===== src/design/rename_settings.svh =====
`ifndef RENAME_SETTINGS_SVH
`define RENAME_SETTINGS_SVH

// two-way rename group
`define N_WAYS      2

`define ARCH_REGS   32
`define PHYS_REGS   64
`define FREE_SIZE   (`PHYS_REGS - `ARCH_REGS)

`define ARCH_W      5
`define PRN_W       6
`define FREE_PTR_W  5
`define FREE_CNT_W  6   // holds 0 to FREE_SIZE

`endif


===== src/design/rename_pkg.sv =====
`default_nettype none

`include "rename_settings.svh"

package rename_pkg;

    // architectural register number as seen by decode
    typedef logic [`ARCH_W-1:0] arch_reg_t;

    // physical register number
    typedef logic [`PRN_W-1:0] prn_t;

endpackage

`default_nettype wire


===== src/design/rename_map.sv =====
`timescale 1ns/100ps
`default_nettype none

`include "rename_settings.svh"

module rename_map (
    input  logic                                   clock,
    input  logic                                   reset,
    input  logic                                   squash,

    input  logic               [`N_WAYS-1:0]       dispatch_valid,
    input  rename_pkg::arch_reg_t [`N_WAYS-1:0]    dispatch_dest,
    input  rename_pkg::arch_reg_t [`N_WAYS-1:0]    dispatch_src1,
    input  rename_pkg::arch_reg_t [`N_WAYS-1:0]    dispatch_src2,
    input  rename_pkg::prn_t   [`N_WAYS-1:0]       alloc_prn,
    input  logic                                   rename_stall,
    input  rename_pkg::prn_t   [`ARCH_REGS-1:0]    committed_map,

    output rename_pkg::prn_t   [`N_WAYS-1:0]       src1_prn,
    output rename_pkg::prn_t   [`N_WAYS-1:0]       src2_prn,
    output rename_pkg::prn_t   [`N_WAYS-1:0]       dest_prn,
    output rename_pkg::prn_t   [`N_WAYS-1:0]       old_prn
);

    rename_pkg::prn_t [`ARCH_REGS-1:0] map_table;  // speculative map

    always_comb begin
        int alloc_idx;

        alloc_idx = 0;
        for (int i = 0; i < `N_WAYS; i++) begin
            dest_prn[i] = alloc_prn[alloc_idx];   // invalid ways do not consume
            src1_prn[i] = map_table[dispatch_src1[i]];
            src2_prn[i] = map_table[dispatch_src2[i]];
            old_prn[i]  = map_table[dispatch_dest[i]];

            // younger ways see older destinations in the same group
            for (int j = 0; j < i; j++) begin
                if (dispatch_valid[j] && (dispatch_dest[j] == dispatch_src1[i])) begin
                    src1_prn[i] = dest_prn[j];
                end
                if (dispatch_valid[j] && (dispatch_dest[j] == dispatch_src2[i])) begin
                    src2_prn[i] = dest_prn[j];
                end
                if (dispatch_valid[j] && (dispatch_dest[j] == dispatch_dest[i])) begin
                    old_prn[i] = dest_prn[j];
                end
            end

            if (dispatch_valid[i]) begin
                alloc_idx = alloc_idx + 1;
            end
        end
    end

    always_ff @(posedge clock) begin
        if (reset) begin
            for (int r = 0; r < `ARCH_REGS; r++) begin
                map_table[r] <= rename_pkg::prn_t'(r);  // identity mapping
            end
        end else if (squash) begin
            map_table <= committed_map;                 // back to committed state
        end else if (!rename_stall) begin
            // last way wins on a shared destination
            for (int i = 0; i < `N_WAYS; i++) begin
                if (dispatch_valid[i]) begin
                    map_table[dispatch_dest[i]] <= dest_prn[i];
                end
            end
        end
    end

endmodule

`default_nettype wire


===== src/design/free_list.sv =====
`timescale 1ns/100ps
`default_nettype none

`include "rename_settings.svh"

module free_list #(
    parameter int SIZE = `FREE_SIZE
) (
    input  logic                                clock,
    input  logic                                reset,
    input  logic                                squash,
    input  logic             [`N_WAYS-1:0]      dispatch_valid,
    input  logic             [`N_WAYS-1:0]      retire_valid,
    input  rename_pkg::prn_t [`N_WAYS-1:0]      freed_prn,

    output rename_pkg::prn_t [`N_WAYS-1:0]      alloc_prn,
    output logic                                rename_stall
);

    rename_pkg::prn_t [SIZE-1:0] ring;

    logic [`FREE_PTR_W-1:0] spec_head;      // next PRN handed to rename
    logic [`FREE_PTR_W-1:0] ret_head;       // committed view of the head
    logic [`FREE_PTR_W-1:0] tail;           // shared by both views
    logic [`FREE_CNT_W-1:0] spec_count;

    logic [`FREE_PTR_W-1:0] spec_head_next;
    logic [`FREE_PTR_W-1:0] ret_head_next;
    logic [`FREE_PTR_W-1:0] tail_next;
    logic [`FREE_CNT_W-1:0] spec_count_next;
    logic [`FREE_CNT_W-1:0] alloc_cnt;
    logic [`FREE_CNT_W-1:0] push_cnt;
    logic [`FREE_PTR_W-1:0] push_idx [`N_WAYS];
    logic                   take;

    function automatic logic [`FREE_PTR_W-1:0] ptr_add(
        input logic [`FREE_PTR_W-1:0] ptr,
        input int unsigned            step
    );
        int unsigned sum;

        sum = ptr + step;
        if (sum >= SIZE) begin
            sum = sum - SIZE;
        end
        return sum[`FREE_PTR_W-1:0];
    endfunction

    assign rename_stall = (spec_count < `N_WAYS);
    assign take         = !squash && !rename_stall;

    always_comb begin
        alloc_cnt = '0;
        push_cnt  = '0;
        for (int i = 0; i < `N_WAYS; i++) begin
            alloc_prn[i] = ring[ptr_add(spec_head, i)];
            push_idx[i]  = ptr_add(tail, push_cnt);   // packed behind older ways
            if (dispatch_valid[i]) begin
                alloc_cnt = alloc_cnt + 1'b1;
            end
            if (retire_valid[i]) begin
                push_cnt = push_cnt + 1'b1;
            end
        end

        // each retirement frees one PRN and uses up one committed entry
        ret_head_next = ptr_add(ret_head, push_cnt);
        tail_next     = ptr_add(tail, push_cnt);

        if (squash) begin
            spec_head_next  = ret_head_next;
            spec_count_next = `FREE_CNT_W'(SIZE);   // committed list is always full
        end else if (take) begin
            spec_head_next  = ptr_add(spec_head, alloc_cnt);
            spec_count_next = spec_count - alloc_cnt + push_cnt;
        end else begin
            spec_head_next  = spec_head;
            spec_count_next = spec_count + push_cnt;
        end
    end

    always_ff @(posedge clock) begin
        if (reset) begin
            spec_head  <= '0;
            ret_head   <= '0;
            tail       <= '0;
            spec_count <= `FREE_CNT_W'(SIZE);
            for (int i = 0; i < SIZE; i++) begin
                ring[i] <= rename_pkg::prn_t'(`ARCH_REGS + i);  // PRNs above the arch file
            end
        end else begin
            spec_head  <= spec_head_next;
            ret_head   <= ret_head_next;
            tail       <= tail_next;
            spec_count <= spec_count_next;
            for (int i = 0; i < `N_WAYS; i++) begin
                if (retire_valid[i]) begin
                    ring[push_idx[i]] <= freed_prn[i];
                end
            end
        end
    end

endmodule

`default_nettype wire


===== src/design/retire_map.sv =====
`timescale 1ns/100ps
`default_nettype none

`include "rename_settings.svh"

module retire_map (
    input  logic                                    clock,
    input  logic                                    reset,
    input  logic                  [`N_WAYS-1:0]     retire_valid,
    input  rename_pkg::arch_reg_t [`N_WAYS-1:0]     retire_arch,
    input  rename_pkg::prn_t      [`N_WAYS-1:0]     retire_prn,

    output rename_pkg::prn_t      [`N_WAYS-1:0]     freed_prn,
    output rename_pkg::prn_t      [`ARCH_REGS-1:0]  committed_map
);

    rename_pkg::prn_t [`ARCH_REGS-1:0] map_table;   // committed state

    always_comb begin
        committed_map = map_table;
        for (int i = 0; i < `N_WAYS; i++) begin
            freed_prn[i] = map_table[retire_arch[i]];

            // an older way in this group already displaced the mapping
            for (int j = 0; j < i; j++) begin
                if (retire_valid[j] && (retire_arch[j] == retire_arch[i])) begin
                    freed_prn[i] = retire_prn[j];
                end
            end

            if (retire_valid[i]) begin
                committed_map[retire_arch[i]] = retire_prn[i];
            end
        end
    end

    always_ff @(posedge clock) begin
        if (reset) begin
            for (int r = 0; r < `ARCH_REGS; r++) begin
                map_table[r] <= rename_pkg::prn_t'(r);
            end
        end else begin
            map_table <= committed_map;
        end
    end

endmodule

`default_nettype wire


===== src/design/rename_top.sv =====
`timescale 1ns/100ps
`default_nettype none

`include "rename_settings.svh"

module rename_top (
    input  logic                                    clock,
    input  logic                                    reset,

    input  logic                  [`N_WAYS-1:0]     dispatch_valid,
    input  rename_pkg::arch_reg_t [`N_WAYS-1:0]     dispatch_dest,
    input  rename_pkg::arch_reg_t [`N_WAYS-1:0]     dispatch_src1,
    input  rename_pkg::arch_reg_t [`N_WAYS-1:0]     dispatch_src2,

    input  logic                  [`N_WAYS-1:0]     retire_valid,
    input  rename_pkg::arch_reg_t [`N_WAYS-1:0]     retire_arch,
    input  rename_pkg::prn_t      [`N_WAYS-1:0]     retire_prn,

    input  logic                                    squash,

    output logic                                    rename_stall,
    output rename_pkg::prn_t      [`N_WAYS-1:0]     dest_prn,
    output rename_pkg::prn_t      [`N_WAYS-1:0]     old_prn,
    output rename_pkg::prn_t      [`N_WAYS-1:0]     src1_prn,
    output rename_pkg::prn_t      [`N_WAYS-1:0]     src2_prn,
    output rename_pkg::prn_t      [`N_WAYS-1:0]     freed_prn
);

    rename_pkg::prn_t [`N_WAYS-1:0]   alloc_prn;      // next PRNs at the spec head
    rename_pkg::prn_t [`ARCH_REGS-1:0] committed_map;  // includes this cycle's retirements

    rename_map rename_map_inst (
        .clock          (clock),
        .reset          (reset),
        .squash         (squash),
        .dispatch_valid (dispatch_valid),
        .dispatch_dest  (dispatch_dest),
        .dispatch_src1  (dispatch_src1),
        .dispatch_src2  (dispatch_src2),
        .alloc_prn      (alloc_prn),
        .rename_stall   (rename_stall),
        .committed_map  (committed_map),
        .src1_prn       (src1_prn),
        .src2_prn       (src2_prn),
        .dest_prn       (dest_prn),
        .old_prn        (old_prn)
    );

    free_list #(
        .SIZE (`FREE_SIZE)
    ) free_list_inst (
        .clock          (clock),
        .reset          (reset),
        .squash         (squash),
        .dispatch_valid (dispatch_valid),
        .retire_valid   (retire_valid),
        .freed_prn      (freed_prn),
        .alloc_prn      (alloc_prn),
        .rename_stall   (rename_stall)
    );

    retire_map retire_map_inst (
        .clock          (clock),
        .reset          (reset),
        .retire_valid   (retire_valid),
        .retire_arch    (retire_arch),
        .retire_prn     (retire_prn),
        .freed_prn      (freed_prn),
        .committed_map  (committed_map)
    );

endmodule

`default_nettype wire


===== config.mk =====
export PLATFORM = sky130hd
export DESIGN_NAME = rename_top
export DESIGN_NICKNAME = d
export VERILOG_FILES = /design/src/design/rename_pkg.sv /design/src/design/rename_map.sv /design/src/design/free_list.sv /design/src/design/retire_map.sv /design/src/design/rename_top.sv
export VERILOG_INCLUDE_DIRS = /design/src /design/src/design
export SDC_FILE = /design/constraint.sdc
export NUM_CORES = 2
export LEC_CHECK = 0
export ABC_CLOCK_PERIOD_IN_PS = 6300
export BUFFER_PORTS_ARGS = -buffer_cell sky130_fd_sc_hd__buf_2
export CORE_ASPECT_RATIO = 0.7
export CORE_MARGIN = 4
export CORE_UTILIZATION = 46
export DETAILED_ROUTE_END_ITERATION = 12
export PLACE_DENSITY = 0.62
export SKIP_LAST_GASP = 1
export SLEW_MARGIN = 10
export SYNTH_ARGS = -nofsm -noshare
export SYNTH_HDL_FRONTEND = slang
export SYNTH_SLANG_ARGS = --single-unit

===== constraint.sdc =====
create_clock -name clock -period 6.3 [get_ports clock]
set_clock_uncertainty 0.1 [all_clocks]
set_input_delay 0.315 -clock clock [delete_from_list [all_inputs] [get_ports clock]]
set_output_delay 0.315 -clock clock [all_outputs]
set_load 0.01 [all_outputs]

After elaboration in Yosys (flattened, before gate mapping)
Index checks and enable logic that the tools add are counted.
W data, S select, Z words.
Storage, ports and cells
  flip-flop bits (word level): 597
  input port bits: 59
  output and inout bits: 61
  logic and storage cells: 236
Cells by class
  add/sub/neg operators: 17
  order comparisons: 27
  equality and inequality tests: 5
  mux-type cells: 72
  reduce and logical (&&, ||, !) cells: 15
Operators with widths (number)
  $mux W192: 12
  $bwmux W192: 6
  $bmux W6 S5: 10
  $demux W6 S5: 6
  $mux W6: 26
  $lt A5 B6 Y1 const B: 12
  $mux W5: 9
  $sub A5 B1 Y5 const B: 7
  $ge A5 B1 Y1 const B: 6
  $add A5 B6 Y7: 3
  $ge A7 B6 Y1 const B: 3
  $eq A5 B5 Y1: 4
  $add A6 B6 Y6: 2
  $ge A5 B6 Y1 const B: 2
  $ge A6 B6 Y1 const B: 2
  $logic_and A1 B1 Y1: 11
  $add A5 B1 Y6: 1
  $add A5 B1 Y6 const B: 1
  $lt A6 B2 Y1 const B: 1
  $sub A6 B6 Y6: 1
  $add A1 B1 Y2 const B: 2
  $mux W1: 3
  $logic_not A1 Y1: 2
  $lt A1 B2 Y1 const B: 1
  other kinds (3): 3

Longest topological paths before layout
  depth after elaboration: 13
  depth in mapped cells: 12
  gate-level depth less buffers: 10

Modules after synthesis
A second synthesis with hierarchy kept.
Unflattened totals
  cell total of the unflattened synthesis: 5629
  area, all modules: 50428.4 sq um
By module, submodules not included
  rename_map: instances 1, cells each 2641, area each 22960.8 sq um, sequential area each 3843.7 sq um
  free_list: instances 1, cells each 1523, area each 14492.6 sq um, sequential area each 4264.1 sq um
  retire_map: instances 1, cells each 1465, area each 12974.9 sq um, sequential area each 3843.7 sq um

Worst setup path before layout
No wires, ideal clock.
  kind: reg-to-output
  from: reg free_list_inst.spec_head[0]
  to: out dest_prn[6] (netlist name)
  arrival: 2.679 ns
  data required time: 5.885 ns
  path slack: 3.206 ns
  cell stages (with the launch flop): 8
  buffers on the path: 2
  cells stage by stage: dfxtp_1 > ha_1 > buf_2 > mux4_2 > mux4_2 > mux2i_1 > clkbuf_1 > o21ai_0
RTL lines
  start: declaration: line free_list.sv:22  | logic [`FREE_PTR_W-1:0] spec_head;
  start signal: assignment: line free_list.sv:92  | spec_head <= spec_head_next;
  end: declaration: line rename_top.sv:22  | output rename_pkg::prn_t [`N_WAYS-1:0] dest_prn,

==> out/summary.txt <==
Die Span Y: 276 µm
H-tree Lvls: 2
Yosys top cell by area: mux4_2
Total Neg Setup Slack: 0 ps
DP Area: 48300 µm²
pre-CTS setup slack: 2120 ps
min-delay worst type: in2reg
Leakage: 17.3 nW
# rows: 98
syn nets: 5023
drt total wl: 223000 µm
slowest CP cell: mux2i_4
hold path depth: 3
minimum clock period: 5050 ps
largest net degree at the start of global routing: 113
via count: 47500
post-route insts no fill: 6115
WHS Endpoint: free_list_inst.spec_head[4]
Die ar.: 108000 µm²
Clock transition at path regs: 70 ps
GP Congestion: 1.08
global-route wire length before repair: 315000 µm
max-slew violations: 0
Post-Syn Area: 47200 µm²
clk_lat worst skew: 690 ps
total grt overflow: 0
Synth top area share: 0.262
drt drc: 0
Synth Area in XOR/XNOR: 0.00779
Worst Path Max Fanout: 31
dpl hpwl: 159000 µm
CP max stage delay: 840 ps
Max Cap Viol: 0
Pwr Total: 11.3 mW
Max VDD drop: 0.000254 V
max frequency: 198 MHz
Crit path buffers/inverters: 2
Setup-failing EPs final: 0
Synth Area in Adders: 0.00747
reg-to-reg startpoint: free_list_inst.spec_head[0]
Reg area: 12000 µm²
# clock sinks: 597
CP Cell Sequence: ha_4 > buf_4 > mux4_2 > mux4_2 > mux2i_4 > o21ai_0 > buf_2
synth unique cells: 82
CP Class: reg2out
Total GRT Usage: 0.396
number of DRC markers in iteration 0: 9890
root buffer cell: clkbuf_16
die width: 391 µm
share of post-route cells with drive strength above 1: 0.206
sequential fraction of the synthesis area: 0.253
FF+latch count, synth: 597
IO buf count: 119
Reg2Reg Depth: 8
initial core utilization: 0.463
Syn-to-layout area delta: 6.84%
via density per instance: 7.77
compound-cell area share of the yosys netlist: 0.197
clk buf depth: 3
Post-CTS Setup Inserts: 0
largest family of logic cells by synthesized area: multiplexers
CP dominant cell by count: mux4_2
syn_area_per_cell: 9.57 µm²
number of synthesized flops with an enable pin: 0
Slew headroom: 0.0949
HP Start: squash
area of the multi-input gates: 33100 µm²
Worst Setup Slack, final: 1250 ps
placed cells: 5981
number of global-route vias before repair: 41300
PwrDens: 223 nW/µm²
crit end category: output pin
CTS tree: built
# resized after CTS: 0
status: finished, final reports clean
r2r setup slk: 1980 ps
initial antenna violation count: 28
post-synthesis mux area share: 0.335
Synth Area in Simple Gates: 0.150
async set or reset register ratio after synthesis: 0
core area: 102000 µm²
Worst setup startpoint: free_list_inst.spec_head[0]
FF-to-FF End: rename_map_inst.map_table[31]
CP startpoint kind: register
Req. time, crit path: 5880 ps
fill cell count: 9355
design area: 50500 µm²
Num CTS Buffers: 61
delay-heaviest family, CP: multiplexers
Fin. Hold Viols: 0
top_reg_cell synth: dfxtp_1
First-pass DRT Iterations: 9
synth top area cells: mux4_2, dfxtp_1, mux2i_1
nets@finish: 4781
YS warnings: 0
Gate Count Post-Synth: 4937
ANT nets after route: 0
period utilization: 0.802
RSZ-0062 raised after global routing: no
Arr. time, crit path: 4630 ps
IO Count: 120
drt wl/cell: 36.5 µm
worst slew pin tran: 1350 ps
[cells in the final DEF (no fill, tap or decap), types with 15 or more instances in the layout]
master,instances
o32ai_1,32
a211oi_1,62
mux4_2,549
diode_2,17
dfxtp_1,596
xnor2_1,27
inv_1,24
nor2_1,435
nand2_1,485
nand3_1,21
o21ai_0,334
mux2_2,56
nor4_1,25
ha_1,24
clkbuf_1,18
a21boi_0,15
o221ai_1,101
nand2b_1,104
a22oi_1,66
a21oi_1,243
and2_1,128
a221oi_1,166
a221o_1,97
o31ai_1,50
clkbuf_8,15
a31oi_1,16
buf_4,100
nor3_1,102
a21o_1,20
o211ai_1,27
clkbuf_16,63
nor2b_1,30
buf_2,108
and3_1,44
mux2i_1,261
[worst min-delay path, stage by stage]
cell	delay (ps)
buf_4	320
nor2_1	180
a211oi_1	50
[synth_stat cells (all sizes together), types with 62 or more instances]
master / n
o21ai: 346
a21oi: 243
a211oi: 62
mux2i: 267
a221oi: 166
nand2: 486
dfxtp: 597
o221ai: 101
nor3: 109
mux4: 555
buf: 170
clkbuf: 351
and2: 128
a221o: 97
a22oi: 66
nor2: 442
nand2b: 104
[flip-flops by register name, summed over array words and instances (netlist names)]
signal	flops
free_list_inst.tail	5
free_list_inst.ring	192
retire_map_inst.map_table	192
free_list_inst.spec_head	5
free_list_inst.spec_count	6
rename_map_inst.map_table	192
free_list_inst.ret_head	5
[where the power goes]
group | switching [mW] | internal, mW
clock | 1.74 | 2.18
sequential | 0.230 | 3.90
combinational | 2.15 | 1.07
[metrics by stage]
stage	hold slack [ps]	utilization
finish	136	0.495
global route	151	0.495
CTS	103	0.494
detailed placement	407	0.474
global placement	413	0.474
floorplan	375	-
[metal layers]
metal  global-route usage  share of wire
met1                0.568           0.38
met2                0.505           0.38
met3                0.215           0.20
met4                0.108          0.040
met5               0.0191         0.0018
[cell families (layout without fill, tap and decap cells)]
| group | Yosys count | after routing |
|---|---|---|
| AOI/OAI and AO/OA | 1341 | 1341 |
| xor gates and xnor gates | 42 | 42 |
| adders and majority gates | 27 | 27 |
| buffers and inverters | 553 | 364 |
| DFF | 597 | 597 |
| muxes | 879 | 879 |
| other | 0 | 17 |
| and+or+nand+nor | 1498 | 1498 |
[worst max-delay path by stage]
stage,end,cells after the start
after floorplan,dest_prn[6],7
after global placement,dest_prn[7],7
after detailed placement,dest_prn[7],7
after CTS,dest_prn[7],7
after global routing,dest_prn[7],7
final,dest_prn[7],7
[cell type report]
type / count / area share
Antenna cell: 17 / 0.000843
Clock buffer: 96 / 0.0367
Clock inverter: 20 / 0.00464
Inverter: 32 / 0.00248
Multi-Input combinational cell: 3787 / 0.657
Sequential cell: 597 / 0.237
Tap cell: 1350 / 0.0335
Timing Repair Buffer: 216 / 0.0285
[timing repair]
action / in CTS / in global routing
hold buffers: 1 / 0
setup endpoints to repair: 0 / 0
hold endpoints to repair: 5 / 0
Note: power is estimated with default switching activity, not from simulation.
